--- src/hdl/eeprom_cfg.svh ---
`ifndef EEPROM_CFG_SVH
`define EEPROM_CFG_SVH

// 24C16 geometry, 2 Kbyte
`define EE_ADDR_W   11
`define EE_DATA_W   8
`define EE_DEV_CODE 4'b1010

// CLK cycles per quarter of scl
`define EE_QTR      2

`endif

--- src/hdl/eeprom_pkg.sv ---
package eeprom_pkg;

    // host side request kind
    typedef enum logic
    {
        OP_WRITE = 1'b0,
        OP_READ  = 1'b1
    } op_t;

    // commands from the sequencer to the bus engine
    // CMD_START doubles as repeated start
    typedef enum logic [2:0]
    {
        CMD_START     = 3'd0,
        CMD_SEND      = 3'd1, // byte out, slave ack sampled
        CMD_RECV_NACK = 3'd2, // byte in, master nack
        CMD_STOP      = 3'd3
    } bus_cmd_t;

endpackage

--- src/hdl/i2c_byte_engine.sv ---
`timescale 1ns/1ns
`include "eeprom_cfg.svh"

module i2c_byte_engine (
    input  logic                 CLK,
    input  logic                 RESET,
    input  logic                 cmd_req,
    input  eeprom_pkg::bus_cmd_t cmd,
    input  logic [7:0]           cmd_byte,
    input  logic                 sda_in,
    output logic                 cmd_ack,
    output logic                 slave_nack,
    output logic [7:0]           rx_byte,
    output logic                 scl,
    output logic                 sda_out,
    output logic                 sda_oe
);
    import eeprom_pkg::*;

    localparam int QTR = `EE_QTR;
    localparam int QW  = (QTR > 1) ? $clog2(QTR) : 1;

    typedef enum logic [2:0]
    {
        E_IDLE,
        E_START,
        E_STOP,
        E_BYTE,
        E_DONE
    } eng_st_t;

    eng_st_t       state;
    eng_st_t       cmd_st;
    logic [QW-1:0] qcnt;
    logic [1:0]    q;       // quarter within a bit
    logic [3:0]    bit_idx; // 0..7 data, 8 ack
    logic          rx_mode;
    logic [7:0]    tx_sh;

    logic          active;
    logic          tick;
    logic          q_end;
    logic          last;
    logic          sample;
    logic          load;
    logic          advance;

    eng_st_t       step_st;
    logic [1:0]    step_q;
    logic [3:0]    step_bit;
    logic          step_tx;
    logic          step_rx;
    logic          scl_nxt;
    logic          oe_nxt;
    logic          out_nxt;

    always_comb
    begin
        case (cmd)
            CMD_START: cmd_st = E_START;
            CMD_STOP:  cmd_st = E_STOP;
            default:   cmd_st = E_BYTE;
        endcase
    end

    assign active  = (state == E_START) || (state == E_STOP) || (state == E_BYTE);
    assign tick    = active && (qcnt == QW'(QTR - 1));
    assign q_end   = tick && (q == 2'd3);
    assign last    = q_end && ((state != E_BYTE) || (bit_idx == 4'd8));
    assign sample  = (state == E_BYTE) && tick && (q == 2'd2); // end of third quarter
    assign load    = (state == E_IDLE) && cmd_req;
    assign advance = load || (tick && !last);

    // which quarter is entered next
    always_comb
    begin
        step_st  = state;
        step_q   = q + 2'd1;
        step_bit = bit_idx;
        step_tx  = tx_sh[7];
        step_rx  = rx_mode;
        if (load)
        begin
            step_st  = cmd_st;
            step_q   = 2'd0;
            step_bit = 4'd0;
            step_tx  = cmd_byte[7];
            step_rx  = (cmd == CMD_RECV_NACK);
        end
        else if (q_end)
        begin
            step_bit = bit_idx + 4'd1;
            step_tx  = tx_sh[6];
        end
    end

    // bus levels for that quarter
    always_comb
    begin
        scl_nxt = scl;
        oe_nxt  = 1'b0;
        out_nxt = 1'b1;
        case (step_st)
            E_START:
            begin
                scl_nxt = (step_q == 2'd0) ? scl : (step_q != 2'd3);
                oe_nxt  = step_q[1]; // sda falls while scl high
                out_nxt = !step_q[1];
            end
            E_STOP:
            begin
                scl_nxt = (step_q != 2'd0);
                oe_nxt  = !step_q[1]; // released with scl high gives the stop
                out_nxt = step_q[1];
            end
            E_BYTE:
            begin
                scl_nxt = (step_q == 2'd1) || (step_q == 2'd2);
                if (step_bit == 4'd8)
                begin
                    oe_nxt = step_rx; // high nack on receive, released for slave ack
                end
                else if (!step_rx)
                begin
                    oe_nxt  = 1'b1;
                    out_nxt = step_tx;
                end
            end
            default:
            begin
                oe_nxt  = sda_oe;
                out_nxt = sda_out;
            end
        endcase
    end

    always_ff @(posedge CLK)
    begin
        if (RESET)
        begin
            state   <= E_IDLE;
            qcnt    <= '0;
            q       <= 2'd0;
            bit_idx <= 4'd0;
            rx_mode <= 1'b0;
            cmd_ack <= 1'b0;
            scl     <= 1'b1;
            sda_oe  <= 1'b0;
            sda_out <= 1'b1;
        end
        else
        begin
            if (advance)
            begin
                scl     <= scl_nxt;
                sda_oe  <= oe_nxt;
                sda_out <= out_nxt;
            end
            case (state)
                E_IDLE:
                begin
                    if (cmd_req)
                    begin
                        state   <= cmd_st;
                        qcnt    <= '0;
                        q       <= 2'd0;
                        bit_idx <= 4'd0;
                        rx_mode <= (cmd == CMD_RECV_NACK);
                    end
                end
                E_DONE:
                begin
                    if (!cmd_req)
                    begin
                        cmd_ack <= 1'b0;
                        state   <= E_IDLE;
                    end
                end
                default:
                begin
                    if (last)
                    begin
                        cmd_ack <= 1'b1;
                        state   <= E_DONE;
                    end
                    else if (tick)
                    begin
                        qcnt <= '0;
                        q    <= q + 2'd1;
                        if (q_end)
                            bit_idx <= bit_idx + 4'd1;
                    end
                    else
                    begin
                        qcnt <= qcnt + QW'(1);
                    end
                end
            endcase
        end
    end

    always_ff @(posedge CLK)
    begin
        if (load)
            tx_sh <= cmd_byte;
        else if (q_end)
            tx_sh <= {tx_sh[6:0], 1'b0}; // msb first
        if (sample && rx_mode && (bit_idx != 4'd8))
            rx_byte <= {rx_byte[6:0], sda_in};
        if (sample && !rx_mode && (bit_idx == 4'd8))
            slave_nack <= sda_in; // high means no ack
    end

    a_sda_stable : assert property (@(posedge CLK) disable iff (RESET)
        (state == E_BYTE && scl && $past(scl)) |-> ($stable(sda_oe) && $stable(sda_out)));

    a_ack_needs_req : assert property (@(posedge CLK) disable iff (RESET)
        $rose(cmd_ack) |-> cmd_req);

endmodule

--- src/hdl/eeprom_seq.sv ---
`timescale 1ns/1ns
`include "eeprom_cfg.svh"

module eeprom_seq (
    input  logic                  CLK,
    input  logic                  RESET,
    input  logic                  req,
    input  eeprom_pkg::op_t       op,
    input  logic [`EE_ADDR_W-1:0] addr,
    input  logic [`EE_DATA_W-1:0] wdata,
    input  logic                  cmd_ack,
    input  logic                  slave_nack,
    input  logic [7:0]            rx_byte,
    output logic                  ack,
    output logic [`EE_DATA_W-1:0] rdata,
    output logic                  nack_err,
    output logic                  cmd_req,
    output eeprom_pkg::bus_cmd_t  cmd,
    output logic [7:0]            cmd_byte
);
    import eeprom_pkg::*;

    typedef enum logic [3:0]
    {
        S_IDLE,
        S_START,
        S_SEL_W,
        S_ADDR,
        S_DATA,
        S_RSTART,
        S_SEL_R,
        S_RECV,
        S_STOP,
        S_ACK
    } seq_st_t;

    seq_st_t               state;
    seq_st_t               next_st;
    op_t                   op_r;
    logic [`EE_ADDR_W-1:0] addr_r;
    logic [`EE_DATA_W-1:0] wdata_r;
    logic                  is_send;
    logic                  cmd_done;

    assign is_send  = (state == S_SEL_W) || (state == S_ADDR) ||
                      (state == S_DATA) || (state == S_SEL_R);
    assign cmd_done = cmd_req && cmd_ack;

    // command for the current step
    always_comb
    begin
        cmd      = CMD_STOP;
        cmd_byte = 8'hFF;
        case (state)
            S_START, S_RSTART:
                cmd = CMD_START;
            S_SEL_W:
            begin
                cmd      = CMD_SEND;
                cmd_byte = {`EE_DEV_CODE, addr_r[`EE_ADDR_W-1:8], 1'b0};
            end
            S_ADDR:
            begin
                cmd      = CMD_SEND;
                cmd_byte = addr_r[7:0];
            end
            S_DATA:
            begin
                cmd      = CMD_SEND;
                cmd_byte = wdata_r;
            end
            S_SEL_R:
            begin
                cmd      = CMD_SEND;
                cmd_byte = {`EE_DEV_CODE, addr_r[`EE_ADDR_W-1:8], 1'b1};
            end
            S_RECV:
                cmd = CMD_RECV_NACK;
            default:
                cmd = CMD_STOP;
        endcase
    end

    always_comb
    begin
        case (state)
            S_START:  next_st = S_SEL_W;
            S_SEL_W:  next_st = slave_nack ? S_STOP : S_ADDR;
            S_ADDR:
            begin
                if (slave_nack)
                    next_st = S_STOP;
                else if (op_r == OP_READ)
                    next_st = S_RSTART;
                else
                    next_st = S_DATA;
            end
            S_RSTART: next_st = S_SEL_R;
            S_SEL_R:  next_st = slave_nack ? S_STOP : S_RECV;
            S_STOP:   next_st = S_ACK;
            default:  next_st = S_STOP; // data and receive both close with a stop
        endcase
    end

    always_ff @(posedge CLK)
    begin
        if (RESET)
        begin
            state    <= S_IDLE;
            ack      <= 1'b0;
            nack_err <= 1'b0;
            cmd_req  <= 1'b0;
        end
        else
        begin
            case (state)
                S_IDLE:
                begin
                    if (req && !ack)
                    begin
                        nack_err <= 1'b0;
                        state    <= S_START;
                    end
                end
                S_ACK:
                begin
                    if (!req)
                    begin
                        ack   <= 1'b0;
                        state <= S_IDLE;
                    end
                end
                default:
                begin
                    if (cmd_req)
                    begin
                        if (cmd_ack)
                        begin
                            cmd_req <= 1'b0;
                            state   <= next_st;
                            if (is_send && slave_nack)
                                nack_err <= 1'b1;
                            if (state == S_STOP)
                                ack <= 1'b1;
                        end
                    end
                    else if (!cmd_ack)
                    begin
                        cmd_req <= 1'b1; // previous command fully retired
                    end
                end
            endcase
        end
    end

    always_ff @(posedge CLK)
    begin
        if (state == S_IDLE && req && !ack)
        begin
            op_r    <= op;
            addr_r  <= addr;
            wdata_r <= wdata;
        end
        if (cmd_done && state == S_RECV)
            rdata <= rx_byte;
    end

    // host must let go of req before ack drops
    a_ack_fall : assert property (@(posedge CLK) disable iff (RESET)
        $fell(ack) |-> !$past(req));

endmodule

--- src/hdl/eeprom_ctrl_top.sv ---
`timescale 1ns/1ns
`include "eeprom_cfg.svh"

module eeprom_ctrl_top (
    input  logic                  CLK,
    input  logic                  RESET,
    input  logic                  req,
    input  eeprom_pkg::op_t       op,
    input  logic [`EE_ADDR_W-1:0] addr,
    input  logic [`EE_DATA_W-1:0] wdata,
    input  logic                  sda_in,
    output logic                  ack,
    output logic [`EE_DATA_W-1:0] rdata,
    output logic                  nack_err,
    output logic                  scl,
    output logic                  sda_out,
    output logic                  sda_oe
);
    import eeprom_pkg::*;

    logic       cmd_req;
    logic       cmd_ack;
    logic       slave_nack;
    logic [7:0] rx_byte;
    bus_cmd_t   cmd;
    logic [7:0] cmd_byte;

    eeprom_seq seq_i (
        .CLK        (CLK),
        .RESET      (RESET),
        .req        (req),
        .op         (op),
        .addr       (addr),
        .wdata      (wdata),
        .cmd_ack    (cmd_ack),
        .slave_nack (slave_nack),
        .rx_byte    (rx_byte),
        .ack        (ack),
        .rdata      (rdata),
        .nack_err   (nack_err),
        .cmd_req    (cmd_req),
        .cmd        (cmd),
        .cmd_byte   (cmd_byte)
    );

    // bus pins come only from here
    i2c_byte_engine engine_i (
        .CLK        (CLK),
        .RESET      (RESET),
        .cmd_req    (cmd_req),
        .cmd        (cmd),
        .cmd_byte   (cmd_byte),
        .sda_in     (sda_in),
        .cmd_ack    (cmd_ack),
        .slave_nack (slave_nack),
        .rx_byte    (rx_byte),
        .scl        (scl),
        .sda_out    (sda_out),
        .sda_oe     (sda_oe)
    );

endmodule

--- config.mk ---
export PLATFORM = sky130hd
export DESIGN_NAME = eeprom_ctrl_top
export DESIGN_NICKNAME = d
export VERILOG_FILES = /design/src/hdl/eeprom_pkg.sv /design/src/hdl/i2c_byte_engine.sv /design/src/hdl/eeprom_seq.sv /design/src/hdl/eeprom_ctrl_top.sv
export VERILOG_INCLUDE_DIRS = /design/src /design/src/hdl
export SDC_FILE = /design/constraint.sdc
export NUM_CORES = 1
export LEC_CHECK = 0
export BUFFER_PORTS_ARGS = -buffer_cell sky130_fd_sc_hd__buf_2
export CAP_MARGIN = 20
export CORE_UTILIZATION = 62
export CTS_CLUSTER_DIAMETER = 30
export DETAILED_ROUTE_END_ITERATION = 8
export GPL_TIMING_DRIVEN = 0
export PLACE_DENSITY = 0.84
export SLEW_MARGIN = 25
export SYNTH_ARGS = -nofsm -noshare
export SYNTH_HDL_FRONTEND = slang
export SYNTH_SLANG_ARGS = --single-unit
--- constraint.sdc ---
create_clock -name CLK -period 5.4 [get_ports CLK]
set_clock_uncertainty 0.15 [all_clocks]
set_input_delay 1.35 -clock CLK [delete_from_list [all_inputs] [get_ports CLK]]
set_output_delay 1.35 -clock CLK [all_outputs]
set_load 0.005 [all_outputs]
==> run_summary.xml, run 1 <==
<?xml version="1.0" encoding="UTF-8"?>
<metrics>
  <group name="pwr">
    <metric name="static-leakage-power" unit="nW">1.355</metric>
    <metric name="cellPowerDensity" unit="mW/mm^2">358.5</metric>
    <metric name="report.power.total" unit="mW">1.304</metric>
    <metric name="irDropWorstVdd" unit="mV">0.2385</metric>
  </group>
  <group name="cells_and_area">
    <metric name="fillers" unit="">352</metric>
    <metric name="layout-drive-gt1-share" unit="%">20.45</metric>
    <metric name="seqCellArea" unit="sq mm">0.001792</metric>
    <metric name="multi_input_gate_area" unit="sq mm">0.001202</metric>
    <metric name="antenna_cells_inserted" unit="">0</metric>
    <metric name="fin_cells" unit="">424</metric>
    <metric name="fin_nets" unit="">382</metric>
    <metric name="area_growth_syn_to_layout" unit="%">15.72</metric>
  </group>
  <group name="logic_synthesis">
    <metric name="synth_edf_count" unit="">45</metric>
    <metric name="synthesis.area_per_instance" unit="sq um">10.41</metric>
    <metric name="synth.net_count" unit="">332</metric>
    <metric name="library_cells_used_by_synthesis" unit="">53</metric>
    <metric name="yosysWarnings" unit="">0</metric>
    <metric name="async_reset_ff_share" unit="%">0</metric>
    <metric name="synth.cell_area" unit="sq mm">0.003143</metric>
    <metric name="postSynth.topFlopCell" unit="">sky130_fd_sc_hd__edfxtp_1</metric>
    <metric name="ys_seq_area_share" unit="%">57.01</metric>
    <metric name="ys_seq_elements" unit="">67</metric>
    <metric name="netlist_instances" unit="">302</metric>
  </group>
  <group name="min_path">
    <metric name="hold_path_class" unit="">flop to flop</metric>
  </group>
  <group name="floorplanning">
    <metric name="starting_density_of_the_core" unit="%">65.67</metric>
    <metric name="dieArea" unit="sq mm">0.005358</metric>
    <metric name="core.rowCount" unit="">25</metric>
    <metric name="die_h" unit="microns">73.20</metric>
    <metric name="std_cell_core_area" unit="sq mm">0.004786</metric>
    <metric name="die_width" unit="microns">73.20</metric>
    <metric name="top_level_ports" unit="">37</metric>
  </group>
  <group name="worst_setup_path">
    <metric name="crit_buf_inv" unit="">1</metric>
    <metric name="peak_per_stage_delay_on_the_critical_path" unit="ps">600</metric>
    <metric name="timing.critical_path.from_type" unit="">input port</metric>
    <metric name="timing_worst_setup_path_type" unit="">input port to flop</metric>
    <metric name="required_time_of_the_worst_setup_path" unit="ps">5510</metric>
    <metric name="cp_slowest_cell" unit="">sky130_fd_sc_hd__or4b_2</metric>
    <metric name="worst-endpoint-arrival" unit="ps">2970</metric>
    <metric name="critical_path.cell_chain" unit="">buf_2 &gt; or4b_2 &gt; o211ai_1 &gt; a21oi_2 &gt; o31ai_1 &gt; nand2_1 &gt; a221oi_1</metric>
    <metric name="critical_path.top_delay_family" unit="">compound AO/OA/AOI/OAI gates</metric>
    <metric name="timing.critical_path.fanout_max" unit="">9</metric>
    <metric name="cp-end-kind" unit="">flop</metric>
  </group>
  <group name="detailed_routing">
    <metric name="first_iter_violations" unit="">208</metric>
    <metric name="drt_wl_total" unit="mm">6.622</metric>
    <metric name="drt-wirelength-per-cell" unit="microns">15.62</metric>
    <metric name="num_vias" unit="">2492</metric>
    <metric name="detailed_routing_iterations_pass_1" unit="">4</metric>
    <metric name="detail-route-antenna-nets" unit="">0</metric>
    <metric name="vias_per_cell" unit="">5.877</metric>
    <metric name="detail_route.drc_violations" unit="">0</metric>
  </group>
  <group name="place">
    <metric name="detailedPlacementHpwl" unit="mm">4.660</metric>
    <metric name="dp_worst_setup_slack" unit="ps">2234</metric>
    <metric name="io_buffers" unit="">36</metric>
    <metric name="gpl.final_weighted_congestion" unit="">0.9125</metric>
    <metric name="numPlacedInstances" unit="">408</metric>
  </group>
  <group name="job">
    <metric name="max_cap_violations" unit="">0</metric>
  </group>
  <group name="clock_tree">
    <metric name="cts_hold_repair.buffers" unit="">0</metric>
    <metric name="postCtsSetupRepairBufs" unit="">0</metric>
    <metric name="htree_num_levels" unit="">3</metric>
    <metric name="worst_setup_hold_path_clk_slew" unit="ps">70</metric>
    <metric name="cts_tree" unit="">done</metric>
    <metric name="clock_latency_reported_for_the_late_side_of_the_worst_skew_pair" unit="ps">350</metric>
    <metric name="cts_buffers" unit="">9</metric>
    <metric name="postCtsResizedCells" unit="">0</metric>
    <metric name="clk_root_buffer_cell" unit="">sky130_fd_sc_hd__clkbuf_8</metric>
    <metric name="ctsLongestPathBuffers" unit="">2</metric>
    <metric name="clock_sink_count" unit="">67</metric>
  </group>
  <group name="global_routing">
    <metric name="global_route.overflow_total" unit="">0</metric>
    <metric name="antenna_found_initial" unit="">0</metric>
    <metric name="grt_pass1_vias" unit="">2385</metric>
    <metric name="grt_first_pass_wirelength" unit="mm">10.56</metric>
    <metric name="grt_start_max_net_pins" unit="">12</metric>
    <metric name="grt_util_all_layers" unit="%">27.02</metric>
  </group>
  <group name="sta">
    <metric name="report.final.setup_viol" unit="">0</metric>
    <metric name="final.setup.tns" unit="ps">0</metric>
    <metric name="worst_rel_slew_slack" unit="%">49.58</metric>
    <metric name="final.min_clock_period" unit="ps">2868</metric>
    <metric name="grt_setup_unrepaired" unit="">no</metric>
    <metric name="worst-slew-pin-transition" unit="ps">748.4</metric>
    <metric name="timing_hold_violations_final" unit="">0</metric>
    <metric name="clock.fmax" unit="GHz">0.3486</metric>
    <metric name="final_max_slew_viol_count" unit="">0</metric>
    <metric name="final_critical_path_share_of_the_clock_period" unit="%">53.12</metric>
    <metric name="finalWorstSetupSlack" unit="ps">2532</metric>
  </group>
  <group name="status">
    <metric name="outcome" unit="">finished, final reports clean</metric>
  </group>
</metrics>
-- worst paths after layout --
| check | startpoint | to | slack, ps | cells after the start |
|---|---|---|---|---|
| setup reg to reg | engine_i.bit_idx[0] | engine_i.sda_out | 2920 | 8 |
| hold / removal | engine_i.rx_byte[7] | seq_i.rdata[7] | 280 | 0 |
| hold reg to reg | engine_i.rx_byte[7] | seq_i.rdata[7] | 280 | 0 |
| setup / recovery | req | seq_i.state[2] | 2530 | 7 |
-- cells in the mapped netlist (all sizes together) (2+ instances only) --
library cell | count | area [sq um]
edfxtp | 45 | 1351
nor2 | 40 | 152.6
a21oi | 33 | 172.7
dfxtp | 22 | 440.4
inv | 20 | 75.07
nand2 | 18 | 67.56
o21ai | 13 | 65.06
nor3 | 9 | 45.04
buf | 8 | 53.80
o22ai | 8 | 50.05
clkbuf | 7 | 26.28
nand2b | 7 | 43.79
nand4 | 7 | 43.79
ha | 6 | 75.07
nand3 | 6 | 30.03
o211ai | 4 | 30.03
nand3b | 3 | 22.52
nor3b | 3 | 22.52
or4b | 3 | 33.78
a2111oi | 2 | 17.52
a221oi | 2 | 17.52
a22oi | 2 | 15.01
a41oi | 2 | 17.52
and2 | 2 | 12.51
nor4 | 2 | 12.51
nor4b | 2 | 30.03
o211a | 2 | 20.02
o21a | 2 | 15.01
o311ai | 2 | 17.52
or2 | 2 | 12.51
or3 | 2 | 12.51
-- area by class of cell --
type | instances | share of cell area [%]
Sequential cell | 67 | 49.26
Clock inverter | 5 | 2.133
Tap cell | 67 | 2.305
Clock buffer | 11 | 3.612
Inverter | 20 | 2.064
Buffer | 15 | 2.202
Timing Repair Buffer | 39 | 5.366
Multi-Input combinational cell | 200 | 33.06
-- registers in the layout, summed over array words and instances, names as in the netlist --
| register | count |
|---|---|
| engine_i.slave_nack | 1 |
| engine_i.tx_sh | 8 |
| seq_i.cmd_req | 1 |
| seq_i.nack_err | 1 |
| seq_i.addr_r | 11 |
| seq_i.state | 4 |
| engine_i.qcnt | 1 |
| seq_i.wdata_r | 8 |
| seq_i.op_r | 1 |
| engine_i.sda_out | 1 |
| engine_i.cmd_ack | 1 |
| engine_i.rx_mode | 1 |
| engine_i.scl | 1 |
| seq_i.rdata | 8 |
| engine_i.rx_byte | 8 |
| engine_i.q | 2 |
| engine_i.state | 3 |
| engine_i.sda_oe | 1 |
| seq_i.ack | 1 |
| engine_i.bit_idx | 4 |
-- where the power goes --
part	internal, mW	leakage [nW]	switching, mW	total (mW)
logic	0.0913	0.653	0.150	0.242
registers	0.600	0.596	0.0186	0.618
clock network	0.259	0.105	0.185	0.444
total	0.950	1.35	0.354	1.30
-- routing by layer --
metal	track usage (%)	share of wire [%]	up-vias
met1	30.97	42	1175
met5	0	0	-
met3	7.873	5.5	11
li1	-	-	1219
met4	11.98	1.3	0
met2	46.71	52	87
-- placed cells by master (no fill, tap or decap), types with 3 or more instances in the layout --
cell type / n
sky130_fd_sc_hd__o22ai_1: 8
sky130_fd_sc_hd__nand4_1: 7
sky130_fd_sc_hd__o21ai_0: 13
sky130_fd_sc_hd__edfxtp_1: 45
sky130_fd_sc_hd__o211ai_1: 4
sky130_fd_sc_hd__a21oi_1: 31
sky130_fd_sc_hd__clkbuf_1: 9
sky130_fd_sc_hd__nor3b_1: 3
sky130_fd_sc_hd__nor2_1: 39
sky130_fd_sc_hd__ha_1: 6
sky130_fd_sc_hd__clkbuf_8: 9
sky130_fd_sc_hd__buf_2: 43
sky130_fd_sc_hd__dfxtp_1: 22
sky130_fd_sc_hd__nand2_1: 18
sky130_fd_sc_hd__nand2b_1: 7
sky130_fd_sc_hd__inv_1: 20
sky130_fd_sc_hd__nand3_1: 6
sky130_fd_sc_hd__nor3_1: 9
sky130_fd_sc_hd__nand3b_1: 3
-- stage by stage --
step                cell area (sq um)  utilization, %  hold WS, ps
floorplan                        3143               -        250.3
global placement                 3407           71.19        253.1
detailed placement               3428           71.63        274.6
CTS                              3637           76.00        280.0
global route                     3637           76.00        286.4
finish                           3637           76.00        277.7
-- kinds of logic after synthesis --
kind of cell | after synthesis | synth area share, %
compound gates | 81 | 16.40
buf+inv | 35 | 4.936
mux | 1 | 0.3583
fa+ha+maj | 6 | 2.388
flops | 67 | 57.01
simple gates | 111 | 18.63
xor+xnor | 1 | 0.2787
Power figures use the tool's default switching activity.
==> run 2: changes to the inputs <==
--- a/config.mk
+++ b/config.mk
@@ -8,11 +8,11 @@
 export LEC_CHECK = 0
 export BUFFER_PORTS_ARGS = -buffer_cell sky130_fd_sc_hd__buf_2
 export CAP_MARGIN = 20
-export CORE_UTILIZATION = 62
+export CORE_UTILIZATION = 58
 export CTS_CLUSTER_DIAMETER = 30
 export DETAILED_ROUTE_END_ITERATION = 8
 export GPL_TIMING_DRIVEN = 0
-export PLACE_DENSITY = 0.84
+export PLACE_DENSITY = 0.79
 export SLEW_MARGIN = 25
 export SYNTH_ARGS = -nofsm -noshare
 export SYNTH_HDL_FRONTEND = slang
==> constraint.sdc (replaced) <==
create_clock -name CLK -period 2.8 [get_ports CLK]
set_clock_uncertainty 0.15 [all_clocks]
set_input_delay 0.7 -clock CLK [delete_from_list [all_inputs] [get_ports CLK]]
set_output_delay 0.7 -clock CLK [all_outputs]
set_load 0.005 [all_outputs]
==> run_summary.xml, run 2 (synthesis gave the netlist of run 1 again) <==
<?xml version="1.0" encoding="UTF-8"?>
<metrics>
  <group name="clock_tree">
    <metric name="ctsLongestPathBuffers" unit="">2</metric>
    <metric name="clock_sink_count" unit="">67</metric>
    <metric name="postCtsResizedCells" unit="">0</metric>
    <metric name="clock_latency_reported_for_the_late_side_of_the_worst_skew_pair" unit="ps">350</metric>
    <metric name="clk_root_buffer_cell" unit="">sky130_fd_sc_hd__clkbuf_8</metric>
    <metric name="worst_setup_hold_path_clk_slew" unit="ps">80</metric>
    <metric name="cts_buffers" unit="">9</metric>
    <metric name="htree_num_levels" unit="">3</metric>
    <metric name="cts_hold_repair.buffers" unit="">0</metric>
    <metric name="cts_tree" unit="">done</metric>
    <metric name="postCtsSetupRepairBufs" unit="">0</metric>
  </group>
  <group name="cells_and_area">
    <metric name="antenna_cells_inserted" unit="">0</metric>
    <metric name="largest_register_ffs" unit="">11</metric>
    <metric name="multi_input_gate_area" unit="sq mm">0.001211</metric>
    <metric name="fin_nets" unit="">380</metric>
    <metric name="layout.cells.most_common" unit="">sky130_fd_sc_hd__edfxtp_1</metric>
    <metric name="seqCellArea" unit="sq mm">0.001792</metric>
    <metric name="fillers" unit="">377</metric>
    <metric name="area_growth_syn_to_layout" unit="%">15.53</metric>
    <metric name="most-common-layout-cells" unit="">45 x sky130_fd_sc_hd__edfxtp_1, 40 x sky130_fd_sc_hd__buf_2, 39 x sky130_fd_sc_hd__nor2_1</metric>
    <metric name="layout-drive-gt1-share" unit="%">20.85</metric>
    <metric name="largest-register" unit="">seq_i.addr_r</metric>
    <metric name="finish.instance_area" unit="sq mm">0.003631</metric>
  </group>
  <group name="sta">
    <metric name="fin_hold_ws" unit="ps">279.3</metric>
    <metric name="final.min_clock_period" unit="ps">2530</metric>
    <metric name="final_max_slew_viol_count" unit="">0</metric>
    <metric name="clock.fmax" unit="GHz">0.3953</metric>
    <metric name="final.setup.tns" unit="ps">0</metric>
    <metric name="timing_hold_violations_final" unit="">0</metric>
    <metric name="worst_rel_slew_slack" unit="%">42.83</metric>
    <metric name="report.final.setup_viol" unit="">0</metric>
    <metric name="grt_setup_unrepaired" unit="">no</metric>
    <metric name="final_critical_path_share_of_the_clock_period" unit="%">90.35</metric>
    <metric name="worst-slew-pin-transition" unit="ps">857.6</metric>
  </group>
  <group name="global_routing">
    <metric name="global_route.overflow_total" unit="">0</metric>
    <metric name="grt_first_pass_wirelength" unit="mm">10.26</metric>
    <metric name="antenna_found_initial" unit="">0</metric>
    <metric name="grt_pass1_vias" unit="">2273</metric>
    <metric name="grt_start_max_net_pins" unit="">14</metric>
    <metric name="grt_util_all_layers" unit="%">25.04</metric>
  </group>
  <group name="detailed_routing">
    <metric name="detail_route.drc_violations" unit="">0</metric>
    <metric name="drt_wl_total" unit="mm">6.618</metric>
    <metric name="first_iter_violations" unit="">250</metric>
    <metric name="vias_per_cell" unit="">5.882</metric>
    <metric name="detail-route-antenna-nets" unit="">0</metric>
    <metric name="drt-wirelength-per-cell" unit="microns">15.57</metric>
    <metric name="detailed_routing_iterations_pass_1" unit="">5</metric>
    <metric name="num_vias" unit="">2500</metric>
  </group>
  <group name="worst_setup_path">
    <metric name="timing_worst_setup_path_type" unit="">flop to flop</metric>
    <metric name="timing.critical_path.fanout_max" unit="">8</metric>
    <metric name="timing.critical_path.from_type" unit="">flop</metric>
    <metric name="worst-endpoint-arrival" unit="ps">2610</metric>
    <metric name="r2r-start" unit="">engine_i.bit_idx[0]</metric>
    <metric name="cp-end-kind" unit="">flop</metric>
    <metric name="required_time_of_the_worst_setup_path" unit="ps">2880</metric>
    <metric name="critPathLaunch" unit="">engine_i.bit_idx[0]</metric>
  </group>
  <group name="floorplanning">
    <metric name="starting_density_of_the_core" unit="%">60.76</metric>
    <metric name="die_h" unit="microns">75.62</metric>
    <metric name="top_level_ports" unit="">37</metric>
    <metric name="dieArea" unit="sq mm">0.005718</metric>
    <metric name="die_width" unit="microns">75.62</metric>
    <metric name="std_cell_core_area" unit="sq mm">0.005172</metric>
    <metric name="core.rowCount" unit="">26</metric>
  </group>
  <group name="min_path">
    <metric name="min_from" unit="">engine_i.rx_byte[7]</metric>
    <metric name="hold_path_class" unit="">flop to flop</metric>
  </group>
  <group name="pwr">
    <metric name="cellPowerDensity" unit="mW/mm^2">683.5</metric>
    <metric name="irDropWorstVdd" unit="mV">0.5144</metric>
    <metric name="static-leakage-power" unit="nW">1.344</metric>
  </group>
  <group name="place">
    <metric name="gpl.final_weighted_congestion" unit="">0.8491</metric>
    <metric name="detailedPlacementHpwl" unit="mm">4.606</metric>
    <metric name="dpl_cell_area" unit="sq mm">0.003433</metric>
    <metric name="io_buffers" unit="">36</metric>
  </group>
  <group name="status">
    <metric name="outcome" unit="">finished, final reports clean</metric>
  </group>
  <group name="job">
    <metric name="max_cap_violations" unit="">0</metric>
  </group>
</metrics>
-- run 2: path summary, 6_finish.rpt --
path	end	slack, ps	cells past startpoint
setup / recovery	engine_i.sda_out	270	8
hold / removal	seq_i.rdata[7]	280	0
setup reg to reg	engine_i.sda_out	270	8
hold reg to reg	seq_i.rdata[7]	280	0
-- run 2: layout make-up --
cell class / instances / share of cell area [%]
Timing Repair Buffer: 37 / 5.169
Multi-Input combinational cell: 200 / 33.36
Clock buffer: 9 / 3.411
Inverter: 20 / 2.068
Clock inverter: 7 / 2.033
Tap cell: 70 / 2.412
Buffer: 15 / 2.205
Sequential cell: 67 / 49.35
-- run 2: metal layers --
| metal | track usage (%) | wire length, microns | share of wire (%) | vias to the layer above |
|---|---|---|---|---|
| met1 | 32.64 | 2944 | 44 | 1203 |
| met5 | 0 | 0 | 0 | - |
| met2 | 38.19 | 3201 | 48 | 68 |
| met3 | 4.497 | 220 | 3.3 | 22 |
| met4 | 17.28 | 252 | 3.8 | 0 |
| li1 | - | - | - | 1207 |
-- run 2: power by group --
group,internal (mW),switching (mW)
registers,1.16,0.0368
clock network,0.417,0.396
logic,0.176,0.300
total,1.75,0.733
-- run 2: worst max-delay path, cell delays in order (launching register included) --
cell	delay, ps
sky130_fd_sc_hd__dfxtp_1	470
sky130_fd_sc_hd__inv_1	100
sky130_fd_sc_hd__ha_1	210
sky130_fd_sc_hd__nand3b_1	170
sky130_fd_sc_hd__nand4_1	310
sky130_fd_sc_hd__nand2_1	240
sky130_fd_sc_hd__nor2_1	140
sky130_fd_sc_hd__a2111oi_0	510
sky130_fd_sc_hd__nor4_1	100
-- run 2: per-stage QoR --
step	setup slack (ps)	utilization [%]	total power, mW	cells
after CTS	364.6	70.20	2.486	425
after global routing	100.9	70.20	2.574	425
after global placement	-271.3	66.06	1.653	408
after detailed placement	219.4	66.38	1.679	409
final	270.3	70.20	2.482	425
after floorplan	255.0	-	1.543	302
==> run 3: changes to the inputs <==
--- a/config.mk
+++ b/config.mk
@@ -16,4 +16,5 @@
 export SLEW_MARGIN = 25
 export SYNTH_ARGS = -nofsm -noshare
 export SYNTH_HDL_FRONTEND = slang
+export SYNTH_HIERARCHICAL = 1
 export SYNTH_SLANG_ARGS = --single-unit
==> run_summary.xml, run 3 <==
<?xml version="1.0" encoding="UTF-8"?>
<metrics>
  <group name="floorplanning">
    <metric name="die_width" unit="microns">78.73</metric>
    <metric name="dieArea" unit="sq mm">0.006198</metric>
    <metric name="core.rowCount" unit="">27</metric>
    <metric name="std_cell_core_area" unit="sq mm">0.005574</metric>
    <metric name="die_h" unit="microns">78.73</metric>
    <metric name="starting_density_of_the_core" unit="%">61.26</metric>
    <metric name="top_level_ports" unit="">37</metric>
  </group>
  <group name="detailed_routing">
    <metric name="drt_wl_total" unit="mm">6.353</metric>
    <metric name="first_iter_violations" unit="">174</metric>
    <metric name="num_vias" unit="">2527</metric>
    <metric name="detailed_routing_iterations_pass_1" unit="">4</metric>
    <metric name="drt-wirelength-per-cell" unit="microns">14.28</metric>
    <metric name="vias_per_cell" unit="">5.679</metric>
    <metric name="detail_route.drc_violations" unit="">0</metric>
    <metric name="detail-route-antenna-nets" unit="">0</metric>
  </group>
  <group name="worst_setup_path">
    <metric name="timing.critical_path.fanout_max" unit="">10</metric>
    <metric name="required_time_of_the_worst_setup_path" unit="ps">2910</metric>
    <metric name="worst-endpoint-arrival" unit="ps">2750</metric>
    <metric name="critical_path.cell_chain" unit="">buf_4 &gt; nor3_1 &gt; or3_1 &gt; or3_1 &gt; and2_1 &gt; nor3b_1 &gt; a21oi_1 &gt; o211a_1 &gt; o21bai_1</metric>
    <metric name="r2r_setup_slack" unit="ps">170</metric>
    <metric name="timing_worst_setup_path_type" unit="">flop to flop</metric>
    <metric name="timing.critical_path.from_type" unit="">flop</metric>
    <metric name="r2r_cells" unit="">9</metric>
    <metric name="crit_buf_inv" unit="">1</metric>
    <metric name="cp_num_cells" unit="">9</metric>
    <metric name="peak_per_stage_delay_on_the_critical_path" unit="ps">530</metric>
    <metric name="cp_common_cell" unit="">sky130_fd_sc_hd__or3_1</metric>
    <metric name="r2r-start" unit="">seq_i/state[2]</metric>
    <metric name="critical_path.top_delay_family" unit="">simple AND/OR/NAND/NOR gates</metric>
    <metric name="cp-end-kind" unit="">flop</metric>
    <metric name="timing.rr.end" unit="">engine_i/scl</metric>
    <metric name="cp_slowest_cell" unit="">sky130_fd_sc_hd__dfxtp_1</metric>
  </group>
  <group name="clock_tree">
    <metric name="postCtsResizedCells" unit="">0</metric>
    <metric name="clk_root_buffer_cell" unit="">sky130_fd_sc_hd__clkbuf_8</metric>
    <metric name="clock_latency_reported_for_the_late_side_of_the_worst_skew_pair" unit="ps">330</metric>
    <metric name="cts_hold_repair.buffers" unit="">0</metric>
    <metric name="postCtsSetupRepairBufs" unit="">0</metric>
    <metric name="ctsLongestPathBuffers" unit="">2</metric>
    <metric name="htree_num_levels" unit="">3</metric>
    <metric name="cts_buffers" unit="">9</metric>
    <metric name="clock_sink_count" unit="">67</metric>
    <metric name="worst_setup_hold_path_clk_slew" unit="ps">70</metric>
    <metric name="cts_tree" unit="">done</metric>
  </group>
  <group name="logic_synthesis">
    <metric name="netlist_top_cells_count" unit="">45 x sky130_fd_sc_hd__edfxtp_1, 45 x sky130_fd_sc_hd__nand2_1, 22 x sky130_fd_sc_hd__dfxtp_1, 22 x sky130_fd_sc_hd__nor2_1, 19 x sky130_fd_sc_hd__a21oi_1</metric>
    <metric name="yosys.area.top_type" unit="">sky130_fd_sc_hd__edfxtp_1</metric>
    <metric name="library_cells_used_by_synthesis" unit="">70</metric>
    <metric name="postSynth.topFlopCell" unit="">sky130_fd_sc_hd__edfxtp_1</metric>
    <metric name="synth_edf_count" unit="">45</metric>
    <metric name="ys_seq_area_share" unit="%">52.47</metric>
    <metric name="async_reset_ff_share" unit="%">0</metric>
    <metric name="ys_seq_elements" unit="">67</metric>
    <metric name="synth.cell_area" unit="sq mm">0.003415</metric>
    <metric name="yosysWarnings" unit="">6</metric>
    <metric name="post-synth-top-area-fraction" unit="%">39.57</metric>
    <metric name="synth.net_count" unit="">352</metric>
    <metric name="synth.top_cells.by_area" unit="">sky130_fd_sc_hd__edfxtp_1 40%, sky130_fd_sc_hd__dfxtp_1 13%, sky130_fd_sc_hd__nand2_1 4.9%</metric>
    <metric name="synthesis.area_per_instance" unit="sq um">10.60</metric>
    <metric name="netlist_instances" unit="">322</metric>
  </group>
  <group name="cells_and_area">
    <metric name="fillers" unit="">456</metric>
    <metric name="layout.core_utilization" unit="%">69.63</metric>
    <metric name="seqCellArea" unit="sq mm">0.001792</metric>
    <metric name="fin_nets" unit="">398</metric>
    <metric name="largest_register_ffs" unit="">11</metric>
    <metric name="finish.instance_area" unit="sq mm">0.003881</metric>
    <metric name="largest-register" unit="">seq_i/addr_r</metric>
    <metric name="layout-drive-gt1-share" unit="%">22.25</metric>
    <metric name="fin_cells" unit="">445</metric>
    <metric name="most-common-layout-cells" unit="">45 x sky130_fd_sc_hd__nand2_1, 45 x sky130_fd_sc_hd__edfxtp_1, 44 x sky130_fd_sc_hd__buf_2</metric>
    <metric name="antenna_cells_inserted" unit="">0</metric>
    <metric name="area_growth_syn_to_layout" unit="%">13.67</metric>
    <metric name="multi_input_gate_area" unit="sq mm">0.001466</metric>
  </group>
  <group name="min_path">
    <metric name="min_from" unit="">engine_i/rx_byte[7]</metric>
    <metric name="holdPathEnd" unit="">seq_i/rdata[7]</metric>
    <metric name="hold_path_class" unit="">flop to flop</metric>
    <metric name="whs_path_depth" unit="">0</metric>
  </group>
  <group name="place">
    <metric name="io_buffers" unit="">36</metric>
    <metric name="detailedPlacementHpwl" unit="mm">4.621</metric>
    <metric name="gpl.final_weighted_congestion" unit="">0.9208</metric>
    <metric name="numPlacedInstances" unit="">430</metric>
    <metric name="dpl_cell_area" unit="sq mm">0.003691</metric>
  </group>
  <group name="pwr">
    <metric name="sw_frac_of_total" unit="%">24.00</metric>
    <metric name="power.share.combinational" unit="%">12.4</metric>
    <metric name="irDropWorstVdd" unit="mV">0.4705</metric>
    <metric name="power_frac_clock" unit="%">34.7</metric>
    <metric name="static-leakage-power" unit="nW">1.384</metric>
    <metric name="intPower" unit="mW">1.615</metric>
    <metric name="power_switching" unit="mW">0.5100</metric>
    <metric name="power.sequential.fraction" unit="%">52.9</metric>
    <metric name="cellPowerDensity" unit="mW/mm^2">547.5</metric>
  </group>
  <group name="sta">
    <metric name="final_critical_path_share_of_the_clock_period" unit="%">94.03</metric>
    <metric name="final.min_clock_period" unit="ps">2633</metric>
    <metric name="fin_hold_ws" unit="ps">287.3</metric>
    <metric name="worst-slew-pin-transition" unit="ps">935.9</metric>
    <metric name="clock.fmax" unit="GHz">0.3798</metric>
    <metric name="worst_rel_slew_slack" unit="%">37.54</metric>
    <metric name="timing_hold_violations_final" unit="">0</metric>
    <metric name="report.final.setup_viol" unit="">0</metric>
    <metric name="final_max_slew_viol_count" unit="">0</metric>
    <metric name="final.setup.tns" unit="ps">0</metric>
    <metric name="grt_setup_unrepaired" unit="">no</metric>
  </group>
  <group name="global_routing">
    <metric name="global_route.overflow_total" unit="">0</metric>
    <metric name="grt_pass1_vias" unit="">2415</metric>
    <metric name="grt_first_pass_wirelength" unit="mm">10.94</metric>
    <metric name="antenna_found_initial" unit="">0</metric>
    <metric name="grt_start_max_net_pins" unit="">22</metric>
    <metric name="grt_util_all_layers" unit="%">23.22</metric>
  </group>
  <group name="job">
    <metric name="max_cap_violations" unit="">0</metric>
  </group>
  <group name="status">
    <metric name="outcome" unit="">finished, final reports clean</metric>
  </group>
</metrics>
## run 3: cell families (layout without fill, tap and decap cells)
family                     after synthesis  after routing  synth area share [%]
buffers and inverters                   32             83                 5.020
muxes                                    1              1                0.3298
other                                    1              1                0.1098
DFF                                     67             67                 52.47
AOI/OAI and AO/OA                       72             72                 15.35
xor gates and xnor gates                 3              3                0.7697
and+or+nand+nor                        140            140                 23.74
adders and majority gates                6              6                 2.199
## run 3: worst register-to-register path: stages, from the launching register on
cell                       delay, ps
sky130_fd_sc_hd__dfxtp_1         530
sky130_fd_sc_hd__buf_4           240
sky130_fd_sc_hd__nor3_1           80
sky130_fd_sc_hd__or3_1           420
sky130_fd_sc_hd__or3_1           400
sky130_fd_sc_hd__and2_1          200
sky130_fd_sc_hd__nor3b_1         180
sky130_fd_sc_hd__a21oi_1         110
sky130_fd_sc_hd__o211a_1         150
sky130_fd_sc_hd__o21bai_1        120
## run 3: worst max-delay path by stage
stage	from	endpoint	slack, ps
finish	seq_i/state[2]	engine_i/scl	170
global route	seq_i/state[2]	engine_i/scl	40
CTS	engine_i/state[0]	engine_i/scl	150
detailed placement	engine_i/state[0]	engine_i/scl	160
global placement	engine_i/state[1]	engine_i/scl	190
floorplan	seq_i/state[2]	engine_i/scl	460
## run 3: final cells by class
cell class | instances | share of cell area (%)
Clock buffer | 11 | 3.385
Timing Repair Buffer | 36 | 4.642
Sequential cell | 67 | 46.16
Clock inverter | 5 | 1.386
Multi-Input combinational cell | 223 | 37.78
Tap cell | 72 | 2.321
Inverter | 14 | 1.354
Buffer | 17 | 2.966
## run 3: power by group through the flow
stage	Clock (mW)	Sequential, mW	Combinational [mW]
4_1_cts	0.759	1.12	0.266
2_1_floorplan	0	1.14	0.195
3_3_place_gp	0	1.14	0.260
6_report	0.737	1.12	0.264
3_5_place_dp	0	1.15	0.264
5_1_grt	0.808	1.13	0.298
## run 3: per-layer routing
layer	track usage [%]	part of all wire [%]
met1	27.86	43
met2	38.96	50
met3	6.667	4.7
met4	9.815	1.9
met5	0	0
## run 3: stage by stage
| step | setup WS, ps | power (mW) |
|---|---|---|
| after global placement | 187.0 | 1.404 |
| final | 167.0 | 2.125 |
| after CTS | 148.1 | 2.148 |
| after global routing | 38.73 | 2.233 |
| after detailed placement | 156.3 | 1.410 |
| after floorplan | 462.0 | 1.336 |
